### src/verilog/psum_buf_pkg.sv
package psum_buf_pkg;

    localparam int BUF_DEPTH   = 16;  // partial-sum buffer entries
    localparam int ADDR_W      = 4;   // buffer address width
    localparam int QUEUE_DEPTH = 4;   // writer pending queue entries

    // last winner of the buffer arbiter
    typedef enum logic
    {
        GNT_WRITER = 1'b0,
        GNT_READER = 1'b1
    } grant_e;

    typedef enum logic
    {
        RD_IDLE  = 1'b0,
        RD_ISSUE = 1'b1
    } rd_state_e;

endpackage

### src/verilog/quant_pkg.sv
package quant_pkg;

    localparam int DATA_W  = 16;  // partial sum width
    localparam int OUT_W   = 8;   // selected output width
    localparam int CMD_W   = 4;   // mode bit plus shift field
    localparam int SHIFT_W = 3;   // shift field in cmd[2:0]

    // top bit of the selection command
    typedef enum logic
    {
        MODE_LOW   = 1'b0,  // keep bits 7..0
        MODE_SHIFT = 1'b1   // window starting at shift+1
    } sel_mode_e;

endpackage

### src/verilog/psum_bus_if.sv
interface psum_bus_if;

    logic                           req;    // access request
    logic                           we;     // 1 = write, 0 = read
    logic [psum_buf_pkg::ADDR_W-1:0] addr;
    logic [quant_pkg::DATA_W-1:0]   wdata;
    logic                           gnt;    // one access this cycle
    logic                           rvalid; // read data one cycle after grant
    logic [quant_pkg::DATA_W-1:0]   rdata;

    modport requester
    (
        output req, we, addr, wdata,
        input  gnt, rvalid, rdata
    );

    modport arbiter
    (
        input  req, we, addr, wdata,
        output gnt, rvalid, rdata
    );

endinterface

### src/verilog/bit_select_16x8.sv
module bit_select_16x8
(
    input  logic                         clk,
    input  logic                         rst_n,
    input  logic                         i_valid,
    input  logic [quant_pkg::DATA_W-1:0] i_data_bus,
    input  logic [quant_pkg::CMD_W-1:0]  i_cmd,
    output logic                         o_valid,
    output logic [quant_pkg::OUT_W-1:0]  o_data_bus
);

    quant_pkg::sel_mode_e          mode;
    logic [quant_pkg::SHIFT_W-1:0] shift;
    logic [quant_pkg::SHIFT_W:0]   lsb;     // first bit of the shifted window

    assign mode  = quant_pkg::sel_mode_e'(i_cmd[quant_pkg::CMD_W-1]);
    assign shift = i_cmd[quant_pkg::SHIFT_W-1:0];
    assign lsb   = {1'b0, shift} + 1'b1;    // shift 7 selects bits 15..8

    always_ff @(posedge clk or negedge rst_n)
    begin
        if (!rst_n)
        begin
            o_valid    <= 1'b0;
            o_data_bus <= '0;
        end
        else if (i_valid)
        begin
            o_valid <= 1'b1;
            case (mode)
                quant_pkg::MODE_LOW:
                begin
                    o_data_bus <= i_data_bus[quant_pkg::OUT_W-1:0];
                end
                quant_pkg::MODE_SHIFT:
                begin
                    o_data_bus <= i_data_bus[lsb +: quant_pkg::OUT_W];
                end
                default:
                begin
                    o_data_bus <= i_data_bus[quant_pkg::OUT_W-1:0];
                end
            endcase
        end
        else
        begin
            // idle cycles output zeros
            o_valid    <= 1'b0;
            o_data_bus <= '0;
        end
    end

endmodule

### src/verilog/psum_arbiter.sv
module psum_arbiter
(
    input  logic       clk,
    input  logic       rst_n,
    psum_bus_if.arbiter wr_bus,
    psum_bus_if.arbiter rd_bus
);

    logic [quant_pkg::DATA_W-1:0] mem [psum_buf_pkg::BUF_DEPTH];

    psum_buf_pkg::grant_e last_q;   // winner of the previous grant
    psum_buf_pkg::grant_e rsel_q;   // who issued the pending read
    logic                 rvalid_q;
    logic [quant_pkg::DATA_W-1:0] rdata_q;

    logic                          gnt_wr;
    logic                          gnt_rd;
    logic                          acc_en;
    logic                          acc_we;
    logic [psum_buf_pkg::ADDR_W-1:0] acc_addr;
    logic [quant_pkg::DATA_W-1:0]  acc_wdata;

    // writer wins unless the reader also asks and the writer won last
    assign gnt_wr = wr_bus.req && (!rd_bus.req || last_q == psum_buf_pkg::GNT_READER);
    assign gnt_rd = rd_bus.req && !gnt_wr;

    assign wr_bus.gnt = gnt_wr;
    assign rd_bus.gnt = gnt_rd;

    // single port muxed by the winner
    assign acc_en    = gnt_wr | gnt_rd;
    assign acc_we    = gnt_wr ? wr_bus.we    : rd_bus.we;
    assign acc_addr  = gnt_wr ? wr_bus.addr  : rd_bus.addr;
    assign acc_wdata = gnt_wr ? wr_bus.wdata : rd_bus.wdata;

    always_ff @(posedge clk or negedge rst_n)
    begin
        if (!rst_n)
        begin
            last_q   <= psum_buf_pkg::GNT_READER;  // writer goes first
            rsel_q   <= psum_buf_pkg::GNT_READER;
            rvalid_q <= 1'b0;
        end
        else
        begin
            if (gnt_wr)
                last_q <= psum_buf_pkg::GNT_WRITER;
            else if (gnt_rd)
                last_q <= psum_buf_pkg::GNT_READER;
            rvalid_q <= acc_en && !acc_we;
            if (acc_en && !acc_we)
                rsel_q <= gnt_wr ? psum_buf_pkg::GNT_WRITER : psum_buf_pkg::GNT_READER;
        end
    end

    always_ff @(posedge clk)
    begin
        if (acc_en && acc_we)
            mem[acc_addr] <= acc_wdata;
        if (acc_en && !acc_we)
            rdata_q <= mem[acc_addr];   // registered read port
    end

    // read return goes only to the requester that issued it
    assign wr_bus.rvalid = rvalid_q && (rsel_q == psum_buf_pkg::GNT_WRITER);
    assign rd_bus.rvalid = rvalid_q && (rsel_q == psum_buf_pkg::GNT_READER);
    assign wr_bus.rdata  = rdata_q;
    assign rd_bus.rdata  = rdata_q;

endmodule

### src/verilog/psum_writer.sv
module psum_writer
(
    input  logic                            clk,
    input  logic                            rst_n,
    input  logic                            i_wr_valid,
    input  logic [psum_buf_pkg::ADDR_W-1:0] i_wr_addr,
    input  logic [quant_pkg::DATA_W-1:0]    i_wr_data,
    output logic                            o_wr_full,
    output logic                            o_wr_idle,
    psum_bus_if.requester                   bus
);

    logic [psum_buf_pkg::ADDR_W-1:0] addr_mem [psum_buf_pkg::QUEUE_DEPTH];
    logic [quant_pkg::DATA_W-1:0]    data_mem [psum_buf_pkg::QUEUE_DEPTH];

    logic [$clog2(psum_buf_pkg::QUEUE_DEPTH)-1:0] head_q;
    logic [$clog2(psum_buf_pkg::QUEUE_DEPTH)-1:0] tail_q;
    logic [$clog2(psum_buf_pkg::QUEUE_DEPTH):0]   count_q;

    logic enq;
    logic deq;

    assign o_wr_full = (count_q == psum_buf_pkg::QUEUE_DEPTH);
    assign o_wr_idle = (count_q == '0);

    assign enq = i_wr_valid && !o_wr_full;  // pulses while full are lost
    assign deq = bus.gnt;                   // head retires on grant

    // head entry is always on the bus while the queue holds anything
    assign bus.req   = !o_wr_idle;
    assign bus.we    = 1'b1;
    assign bus.addr  = addr_mem[head_q];
    assign bus.wdata = data_mem[head_q];

    always_ff @(posedge clk or negedge rst_n)
    begin
        if (!rst_n)
        begin
            head_q  <= '0;
            tail_q  <= '0;
            count_q <= '0;
        end
        else
        begin
            if (enq)
                tail_q <= tail_q + 1'b1;    // wraps at queue depth
            if (deq)
                head_q <= head_q + 1'b1;
            if (enq && !deq)
                count_q <= count_q + 1'b1;
            else if (deq && !enq)
                count_q <= count_q - 1'b1;
        end
    end

    always_ff @(posedge clk)
    begin
        if (enq)
        begin
            addr_mem[tail_q] <= i_wr_addr;
            data_mem[tail_q] <= i_wr_data;
        end
    end

endmodule

### src/verilog/quant_out_top.sv
module quant_out_top
(
    input  logic                            clk,
    input  logic                            rst_n,
    input  logic                            i_wr_valid,
    input  logic [psum_buf_pkg::ADDR_W-1:0] i_wr_addr,
    input  logic [quant_pkg::DATA_W-1:0]    i_wr_data,
    output logic                            o_wr_full,
    output logic                            o_wr_idle,
    input  logic                            i_rd_start,
    input  logic [psum_buf_pkg::ADDR_W-1:0] i_rd_base,
    input  logic [psum_buf_pkg::ADDR_W-1:0] i_rd_count,
    input  logic [quant_pkg::CMD_W-1:0]     i_cmd,
    output logic                            o_rd_busy,
    output logic                            o_valid,
    output logic [quant_pkg::OUT_W-1:0]     o_data
);

    psum_bus_if wr_bus ();
    psum_bus_if rd_bus ();

    logic                         sel_valid;
    logic [quant_pkg::DATA_W-1:0] sel_word;
    logic [quant_pkg::CMD_W-1:0]  sel_cmd;

    psum_writer i_psum_writer
    (
        .clk        (clk),
        .rst_n      (rst_n),
        .i_wr_valid (i_wr_valid),
        .i_wr_addr  (i_wr_addr),
        .i_wr_data  (i_wr_data),
        .o_wr_full  (o_wr_full),
        .o_wr_idle  (o_wr_idle),
        .bus        (wr_bus.requester)
    );

    quant_reader i_quant_reader
    (
        .clk         (clk),
        .rst_n       (rst_n),
        .i_rd_start  (i_rd_start),
        .i_rd_base   (i_rd_base),
        .i_rd_count  (i_rd_count),
        .i_cmd       (i_cmd),
        .o_rd_busy   (o_rd_busy),
        .bus         (rd_bus.requester),
        .o_sel_valid (sel_valid),
        .o_sel_word  (sel_word),
        .o_sel_cmd   (sel_cmd)
    );

    psum_arbiter i_psum_arbiter
    (
        .clk    (clk),
        .rst_n  (rst_n),
        .wr_bus (wr_bus.arbiter),
        .rd_bus (rd_bus.arbiter)
    );

    bit_select_16x8 i_bit_select
    (
        .clk        (clk),
        .rst_n      (rst_n),
        .i_valid    (sel_valid),
        .i_data_bus (sel_word),
        .i_cmd      (sel_cmd),
        .o_valid    (o_valid),
        .o_data_bus (o_data)
    );

endmodule

### src/verilog/quant_reader.sv
module quant_reader
(
    input  logic                            clk,
    input  logic                            rst_n,
    input  logic                            i_rd_start,
    input  logic [psum_buf_pkg::ADDR_W-1:0] i_rd_base,
    input  logic [psum_buf_pkg::ADDR_W-1:0] i_rd_count,
    input  logic [quant_pkg::CMD_W-1:0]     i_cmd,
    output logic                            o_rd_busy,
    psum_bus_if.requester                   bus,
    output logic                            o_sel_valid,
    output logic [quant_pkg::DATA_W-1:0]    o_sel_word,
    output logic [quant_pkg::CMD_W-1:0]     o_sel_cmd
);

    psum_buf_pkg::rd_state_e state_q;

    logic [psum_buf_pkg::ADDR_W-1:0] addr_q;    // next address to read
    logic [psum_buf_pkg::ADDR_W:0]   remain_q;  // grants still needed
    logic [quant_pkg::CMD_W-1:0]     cmd_q;
    logic [psum_buf_pkg::ADDR_W:0]   block_len;

    // zero count asks for the whole buffer
    assign block_len = (i_rd_count == '0)
                     ? (psum_buf_pkg::ADDR_W+1)'(psum_buf_pkg::BUF_DEPTH)
                     : {1'b0, i_rd_count};

    always_ff @(posedge clk or negedge rst_n)
    begin
        if (!rst_n)
        begin
            state_q  <= psum_buf_pkg::RD_IDLE;
            addr_q   <= '0;
            remain_q <= '0;
            cmd_q    <= '0;
        end
        else
        begin
            case (state_q)
                psum_buf_pkg::RD_IDLE:
                begin
                    if (i_rd_start)
                    begin
                        addr_q   <= i_rd_base;
                        remain_q <= block_len;
                        cmd_q    <= i_cmd;  // held for the whole block
                        state_q  <= psum_buf_pkg::RD_ISSUE;
                    end
                end
                psum_buf_pkg::RD_ISSUE:
                begin
                    if (bus.gnt)
                    begin
                        addr_q   <= addr_q + 1'b1;  // wraps modulo 16
                        remain_q <= remain_q - 1'b1;
                        if (remain_q == 1)
                            state_q <= psum_buf_pkg::RD_IDLE;
                    end
                end
                default:
                begin
                    state_q <= psum_buf_pkg::RD_IDLE;
                end
            endcase
        end
    end

    assign o_rd_busy = (state_q == psum_buf_pkg::RD_ISSUE);

    // read-only requester
    assign bus.req   = o_rd_busy;
    assign bus.we    = 1'b0;
    assign bus.addr  = addr_q;
    assign bus.wdata = '0;

    assign o_sel_valid = bus.rvalid;
    assign o_sel_word  = bus.rdata;
    assign o_sel_cmd   = cmd_q;

endmodule
### config.mk
export PLATFORM = sky130hd
export DESIGN_NAME = quant_out_top
export DESIGN_NICKNAME = d
export VERILOG_FILES = /design/src/verilog/psum_buf_pkg.sv /design/src/verilog/quant_pkg.sv /design/src/verilog/psum_bus_if.sv /design/src/verilog/bit_select_16x8.sv /design/src/verilog/psum_arbiter.sv /design/src/verilog/psum_writer.sv /design/src/verilog/quant_out_top.sv /design/src/verilog/quant_reader.sv
export SDC_FILE = /design/constraint.sdc
export NUM_CORES = 1
export LEC_CHECK = 0
export ABC_AREA = 1
export BUFFER_PORTS_ARGS = -buffer_cell sky130_fd_sc_hd__buf_4
export CAP_MARGIN = 40
export CORE_ASPECT_RATIO = 1.75
export CORE_UTILIZATION = 45
export DETAILED_ROUTE_END_ITERATION = 8
export PLACE_DENSITY = 0.57
export SYNTH_ARGS = -nofsm -noshare
export SYNTH_HDL_FRONTEND = slang
export SYNTH_SLANG_ARGS = --single-unit
### constraint.sdc
create_clock -name clk -period 5.35 [get_ports clk]
set_clock_uncertainty 0.1 [all_clocks]
set_input_delay 0.8025 -clock clk [delete_from_list [all_inputs] [get_ports clk]]
set_output_delay 0.8025 -clock clk [all_outputs]
set_load 0.02 [all_outputs]
==> flow_metrics.env, run 1 <==
export IMPL_synth_area_um2=16600
export IMPL_clock_root_buffer="clkbuf_16"
export IMPL_rr_startpoint="i_psum_writer.head_q[0]"
export IMPL_cts_resized=0
export IMPL_min_period_ns=3.74
export IMPL_worst_slack_ns=1.61
export IMPL_yosysSeqAreaShare=0.685
export IMPL_ios=48
export IMPL_cts_num_sinks=385
export IMPL_rows=92
export IMPL_status="completed"
export IMPL_grt_pass1_vias=11100
export IMPL_finalCritPeriodShare=0.698
export IMPL_dieWidth_um=147
export IMPL_end_kind="register"
export IMPL_ff2ff_path_depth=10
export IMPL_synth_fp_nets=1625
export IMPL_grt_max_degree=82
export IMPL_cp_start_kind="register"
export IMPL_die_y_um=256
export IMPL_reg2reg_slack_ns=1.61
export IMPL_reg2reg_to="i_psum_arbiter.mem[8][9]"
export IMPL_grt_overflow=0
export IMPL_setup_viol=0
export IMPL_hold_class="input port to asynchronous set/reset pin"
export IMPL_multiInputGateArea_um2=4590
export IMPL_critical_path_top_delay_family="buffers and inverters"
export IMPL_hold_ws_ns=0.145
export IMPL_slowest_delay_ns=0.54
export IMPL_wire_per_inst_um=18.0
export IMPL_setup_tns_ns=0
export IMPL_register_area_um2=11400
export IMPL_grt_first_pass_wirelength_mm=60.4
export IMPL_fill_cells=3250
export IMPL_nNetsFinal=1674
export IMPL_place_congestion=0.785
export IMPL_worst_pin_slew_ns=0.870
export IMPL_syn_inst=1580
export IMPL_relSlewSlack=0.420
export IMPL_async_flop_share=0.0857
export IMPL_post_cts_buffers=0
export IMPL_worst_path_buf_inv=4
export IMPL_cts_tree="yes"
export IMPL_coreArea_um2=36300
export IMPL_die_area_um2=37800
export IMPL_synth_edff_count=352
export IMPL_antennaDiodeCount=0
export IMPL_postCtsHoldBufs=0
export IMPL_numPortBuffers=47
export IMPL_ys_types=41
export IMPL_grt_antenna_before_repair=0
export IMPL_ys_ff_latch=385
export IMPL_drive_gt1_frac=0.120
export IMPL_antenna_left=0
export IMPL_grt_setup_unrepaired="false"
export IMPL_hold_viol=0
export IMPL_cts_buffers=37
export IMPL_cts_htree_levels=2
export IMPL_vias_per_cell=5.18
export IMPL_grt_total_usage=0.209
export IMPL_initial_utilization=0.459
export IMPL_arrival_ns=3.85
export IMPL_drv_slew=0
export IMPL_drv_cap=0
export IMPL_dr_total_vias=11000
export IMPL_drt_pass1_iter_count=5
export IMPL_cp_cell_sequence="buf_4 > inv_2 > nand2_1 > nand3_1 > a21oi_1 > nor2_4 > inv_2 > nand2_1 > nor3_2 > buf_4"
export IMPL_critical_path_class="register to register"
export IMPL_required_ns=5.46
export IMPL_cts_clk_slew_worst_paths_ns=0.06
export IMPL_detailed_place_hpwl_mm=23.9
export IMPL_syn_to_final_growth_pct=13.8
export IMPL_cts_buffer_depth=3
export IMPL_cp_max_fo=42
export IMPL_fmax_ghz=0.268
export IMPL_drc=0
export IMPL_initialDrtViolationCount=631
export IMPL_avgSynthCellArea_um2=10.5
export IMPL_slowest_stage="nor3_2"
export IMPL_ys_warn_count=0
export IMPL_routed_wl_mm=38.3
export IMPL_place_ws_ns=1.59
export IMPL_synthFlopType="edfxtp_1"
export IMPL_clk_latency_ns=0.53
## Yosys cell counts (2+ instances only)
master      n  area share
inv_2       9      0.0020
nand3_1   151       0.045
nand2_1   617        0.14
xor2_1      3      0.0016
a31oi_1     3      0.0011
buf_4      13      0.0059
nor2_1    109       0.025
buf_2      33      0.0099
o21ai_0    63       0.019
o21ai_1     4      0.0012
ha_1        8      0.0060
buf_6       4      0.0027
o21ai_4     2      0.0020
dfrtp_1    31       0.047
a21oi_1    30      0.0090
dfstp_2     2      0.0032
nor2_2      2     0.00075
nor3_2      3      0.0018
nor2_8      2      0.0024
edfxtp_1  352        0.63
nor2_4      2      0.0014
o211ai_1   12      0.0054
clkbuf_1   30      0.0068
inv_1      72       0.016
mux2i_1     4      0.0024
buf_1       4     0.00090
## logic make-up after synthesis
family,count (synthesis),share of synthesized area
and+or+nand+nor,891,0.217
DFF,385,0.685
muxes,5,0.00308
AOI/OAI and AO/OA,119,0.0406
buffers and inverters,167,0.0450
xor gates and xnor gates,4,0.00210
adders and majority gates,9,0.00721
## worst max-delay path by stage
stage / slack [ns] / to / from / cells after the start
floorplan: 2.08 / i_psum_arbiter.mem[8][0] / i_quant_reader.bus.req / 9
global placement: 1.40 / i_psum_arbiter.rd_bus.rdata[2] / i_quant_reader.bus.req / 14
detailed placement: 1.59 / i_psum_arbiter.mem[8][4] / i_psum_writer.head_q[0] / 10
CTS: 1.59 / i_psum_arbiter.mem[8][12] / i_psum_writer.head_q[0] / 10
global route: 1.33 / i_psum_arbiter.rd_bus.rdata[5] / i_psum_writer.head_q[0] / 16
finish: 1.61 / i_psum_arbiter.mem[8][9] / i_psum_writer.head_q[0] / 10
## metal layers
layer / track usage / share of wire
met1: 0.239 / 0.38
met2: 0.387 / 0.54
met3: 0.0247 / 0.040
met4: 0.0902 / 0.037
met5: 0 / 0
## through the flow
| step | instances | util | instance area, um^2 |
|---|---|---|---|
| after global placement | 2048 | 0.483 | 17500 |
| after global routing | 2128 | 0.522 | 18900 |
| after floorplan | 1580 | - | 16600 |
| after detailed placement | 2060 | 0.488 | 17700 |
| final | 2128 | 0.522 | 18900 |
| after CTS | 2128 | 0.522 | 18900 |
## area by class of cell
| type | count | area share |
|---|---|---|
| sequential | 385 | 0.602 |
| clock buffer | 47 | 0.0531 |
| inverter | 83 | 0.0166 |
| tap | 470 | 0.0310 |
| timing repair buffer | 94 | 0.0426 |
| multi-input combinational | 1028 | 0.242 |
| clock inverter | 21 | 0.0128 |
## placed cells by master (no fill, tap or decap), types with 5 or more instances in the layout
cell	synthesis	layout
ha_1	8	8
nand2_1	617	616
clkinv_1	1	7
buf_4	13	84
clkbuf_1	30	8
bufinv_16	0	5
dfrtp_1	31	31
nor2_2	2	16
o211ai_1	12	12
nor2_1	109	94
edfxtp_1	352	352
inv_1	72	72
a21oi_1	30	25
inv_2	9	9
o21ai_0	63	63
nand3_1	151	151
clkbuf_16	0	39
a21oi_2	0	5
buf_8	0	6
## state kept, by name, indices dropped and copies added (netlist names)
| name | flops |
|---|---|
| i_bit_select.o_data_bus | 8 |
| i_bit_select.o_valid | 1 |
| i_psum_arbiter.last_q | 1 |
| i_psum_arbiter.mem | 256 |
| i_psum_arbiter.rd_bus.rdata | 16 |
| i_psum_arbiter.rsel_q | 1 |
| i_psum_arbiter.rvalid_q | 1 |
| i_psum_writer.addr_mem | 16 |
| i_psum_writer.count_q | 3 |
| i_psum_writer.data_mem | 64 |
| i_psum_writer.head_q | 2 |
| i_psum_writer.tail_q | 2 |
| i_quant_reader.bus.addr | 4 |
| i_quant_reader.bus.req | 1 |
| i_quant_reader.o_sel_cmd | 4 |
| i_quant_reader.remain_q | 5 |
Power of run 1 is not shown: default switching activity piles up to over one toggle a cycle in this logic, so the estimate is an artifact.
==> inputs of run 2 (changes only) <==
- ABC_AREA: 1 -> 0
- clock period: 5.35 -> 3.8 ns (I/O delays scaled with it)
==> run 2 against run 1 <==
Effect of this change: final area up 0.15%; core utilization down 0.48 points; setup slack worse by 1.3 ns; via count down 11%; non-clock buffer count up 10; wire length up 1.1%; critical path depth down 3; count of clock-buffer cells in the layout down 3; flip-flop and latch count unchanged; critical endpoint is now i_psum_arbiter.rd_bus.rdata[15].
==> flow_metrics.env, run 2 <==
export IMPL_grt_first_pass_wirelength_mm=59.7
export IMPL_rr_startpoint="i_psum_writer.head_q[0]"
export IMPL_ys_types=48
export IMPL_antennaDiodeCount=0
export IMPL_critical_path_class="register to register"
export IMPL_cts_resized=0
export IMPL_synth_fp_nets=1153
export IMPL_cts_num_sinks=385
export IMPL_final_core_util=0.518
export IMPL_yosys_top_cells_count="352 x edfxtp_1, 113 x nand2_1, 81 x mux2i_1, 56 x nor2_1, 53 x o21ai_0"
export IMPL_relSlewSlack=0.434
export IMPL_dieWidth_um=148
export IMPL_hold_class="input port to register"
export IMPL_arrival_ns=3.68
export IMPL_synth_area_um2=16700
export IMPL_worst_path_buf_inv=2
export IMPL_p_leak_nw=6.63
export IMPL_drt_pass1_iter_count=5
export IMPL_register_area_um2=11400
export IMPL_synthFlopType="edfxtp_1"
export IMPL_routed_wl_mm=38.7
export IMPL_largest_register="i_psum_arbiter.mem"
export IMPL_setup_viol=0
export IMPL_synth_area_top_cells="edfxtp_1 63%, mux4_2 5.9%, mux2i_1 4.9%"
export IMPL_numPortBuffers=47
export IMPL_clk_latency_ns=0.54
export IMPL_finalCritPeriodShare=0.928
export IMPL_place_congestion=0.829
export IMPL_antenna_left=0
export IMPL_rows=93
export IMPL_drv_cap=0
export IMPL_ios=48
export IMPL_largest_reg_flops=256
export IMPL_die_area_um2=37900
export IMPL_worst_pin_slew_ns=0.847
export IMPL_cp_max_fo=39
export IMPL_stdcell_area_um2=19000
export IMPL_synth_edff_count=352
export IMPL_ys_ff_latch=385
export IMPL_drt_met1_wl_mm=14.6
export IMPL_grt_antenna_before_repair=0
export IMPL_nNetsFinal=1218
export IMPL_grt_max_degree=44
export IMPL_avgSynthCellArea_um2=15.1
export IMPL_grt_pass1_vias=10300
export IMPL_hold_viol=0
export IMPL_cts_buffers=37
export IMPL_crit_top_cell="buf_4"
export IMPL_slowest_delay_ns=0.63
export IMPL_die_y_um=257
export IMPL_required_ns=3.96
export IMPL_cts_tree="yes"
export IMPL_final_cell_mix="352 x edfxtp_1, 113 x nand2_1, 100 x buf_4"
export IMPL_drive_gt1_frac=0.198
export IMPL_cp_start_kind="register"
export IMPL_grt_overflow=0
export IMPL_final_common_cell="edfxtp_1"
export IMPL_cts_htree_levels=2
export IMPL_route_met3_wl_mm=1.53
export IMPL_drc=0
export IMPL_synth_area_leader_cell="edfxtp_1"
export IMPL_cp_cell_sequence="mux4_2 > buf_4 > nor2b_2 > buf_4 > a32oi_1 > a31oi_1 > or4_1"
export IMPL_post_cts_buffers=0
export IMPL_min_from="i_wr_data[1]"
export IMPL_setup_tns_ns=0
export IMPL_cts_buffer_depth=3
export IMPL_critical_path_top_delay_family="buffers and inverters"
export IMPL_dr_total_vias=9820
export IMPL_end_kind="register"
export IMPL_ys_warn_count=0
export IMPL_detailed_place_hpwl_mm=26.3
export IMPL_yosysSeqAreaShare=0.683
export IMPL_wire_per_inst_um=23.1
export IMPL_cts_clk_slew_worst_paths_ns=0.07
export IMPL_initialDrtViolationCount=591
export IMPL_vdd_drop_max_mv=0.445
export IMPL_fmax_ghz=0.284
export IMPL_placed_cell_area_um2=17800
export IMPL_status="completed"
export IMPL_min_period_ns=3.53
export IMPL_yosysMostFrequentCell="edfxtp_1"
export IMPL_syn_inst=1108
export IMPL_async_flop_share=0.0857
export IMPL_slowest_stage="buf_4"
export IMPL_postCtsHoldBufs=1
export IMPL_grt_total_usage=0.210
export IMPL_coreArea_um2=36700
export IMPL_fill_cells=3066
export IMPL_vias_per_cell=5.86
export IMPL_drv_slew=0
export IMPL_grt_setup_unrepaired="false"
export IMPL_clock_root_buffer="clkbuf_16"
export IMPL_syn_to_final_growth_pct=13.7
export IMPL_wl_met2_mm=21.0
export IMPL_p_per_area_nw_per_um2=952
export IMPL_initial_utilization=0.455
export IMPL_top_regs="i_psum_arbiter.mem: 256 flops, i_psum_writer.data_mem: 64 flops"
export IMPL_synth_top_area_share=0.634
export IMPL_highest_layer="met4"
export IMPL_critPathLaunch="i_psum_writer.head_q[0]"
export IMPL_multiInputGateArea_um2=4940
run 2: cell type report:
| class | count | share of cell area |
|---|---|---|
| sequential | 385 | 0.601 |
| clock buffer | 44 | 0.0524 |
| inverter | 9 | 0.00178 |
| tap | 475 | 0.0313 |
| timing repair buffer | 104 | 0.0433 |
| clock inverter | 22 | 0.0100 |
| multi-input combinational | 636 | 0.260 |
run 2: power breakdown:
part	switching, mW	internal [mW]
combinational	4.79	2.77
clock	1.53	2.08
sequential	0.557	6.33
run 2: stage by stage:
stage / total power, mW / hold WS, ns / cells / setup slack [ns]
6_report: 18.1 / 0.128 / 1675 / 0.274
5_1_grt: 19.0 / 0.117 / 1675 / 0.165
4_1_cts: 18.2 / 0.108 / 1675 / 0.271
3_5_place_dp: 14.6 / 0.361 / 1608 / 0.282
3_3_place_gp: 14.4 / 0.357 / 1608 / 0.397
2_1_floorplan: 12.0 / 0.174 / 1108 / 0.294
run 2: kinds of logic (layout without fill, tap and decap cells):
kind of cell	count (synthesis)	count (layout)	synth area share
AO/OA/AOI/OAI	212	212	0.0840
adder cells (fa/ha/maj)	9	9	0.00720
XOR/XNOR	11	11	0.00577
buffers and inverters	87	179	0.0232
multiplexers	146	146	0.124
AND/OR/NAND/NOR	258	258	0.0722
flip-flops	385	385	0.683
run 2: layer usage:
layer	global-route usage	vias to the layer above
met4	0.0914	0
met5	0	-
li1	-	4478
met1	0.235	4982
met3	0.0278	80
met2	0.393	280
run 2: worst paths after layout:
kind                                                        end  slack, ns  cells past startpoint
min in group asynchronous            i_quant_reader.remain_q[3]       0.45                      2
worst max-delay path            i_psum_arbiter.rd_bus.rdata[15]       0.27                      7
worst min-delay path               i_psum_writer.data_mem[3][1]       0.13                      1
worst max register to register  i_psum_arbiter.rd_bus.rdata[15]       0.27                      7
max in group asynchronous                 i_psum_arbiter.rsel_q       2.78                      2
worst min register to register            i_psum_arbiter.last_q       0.37                      2
(Power assumes the default switching activity.)
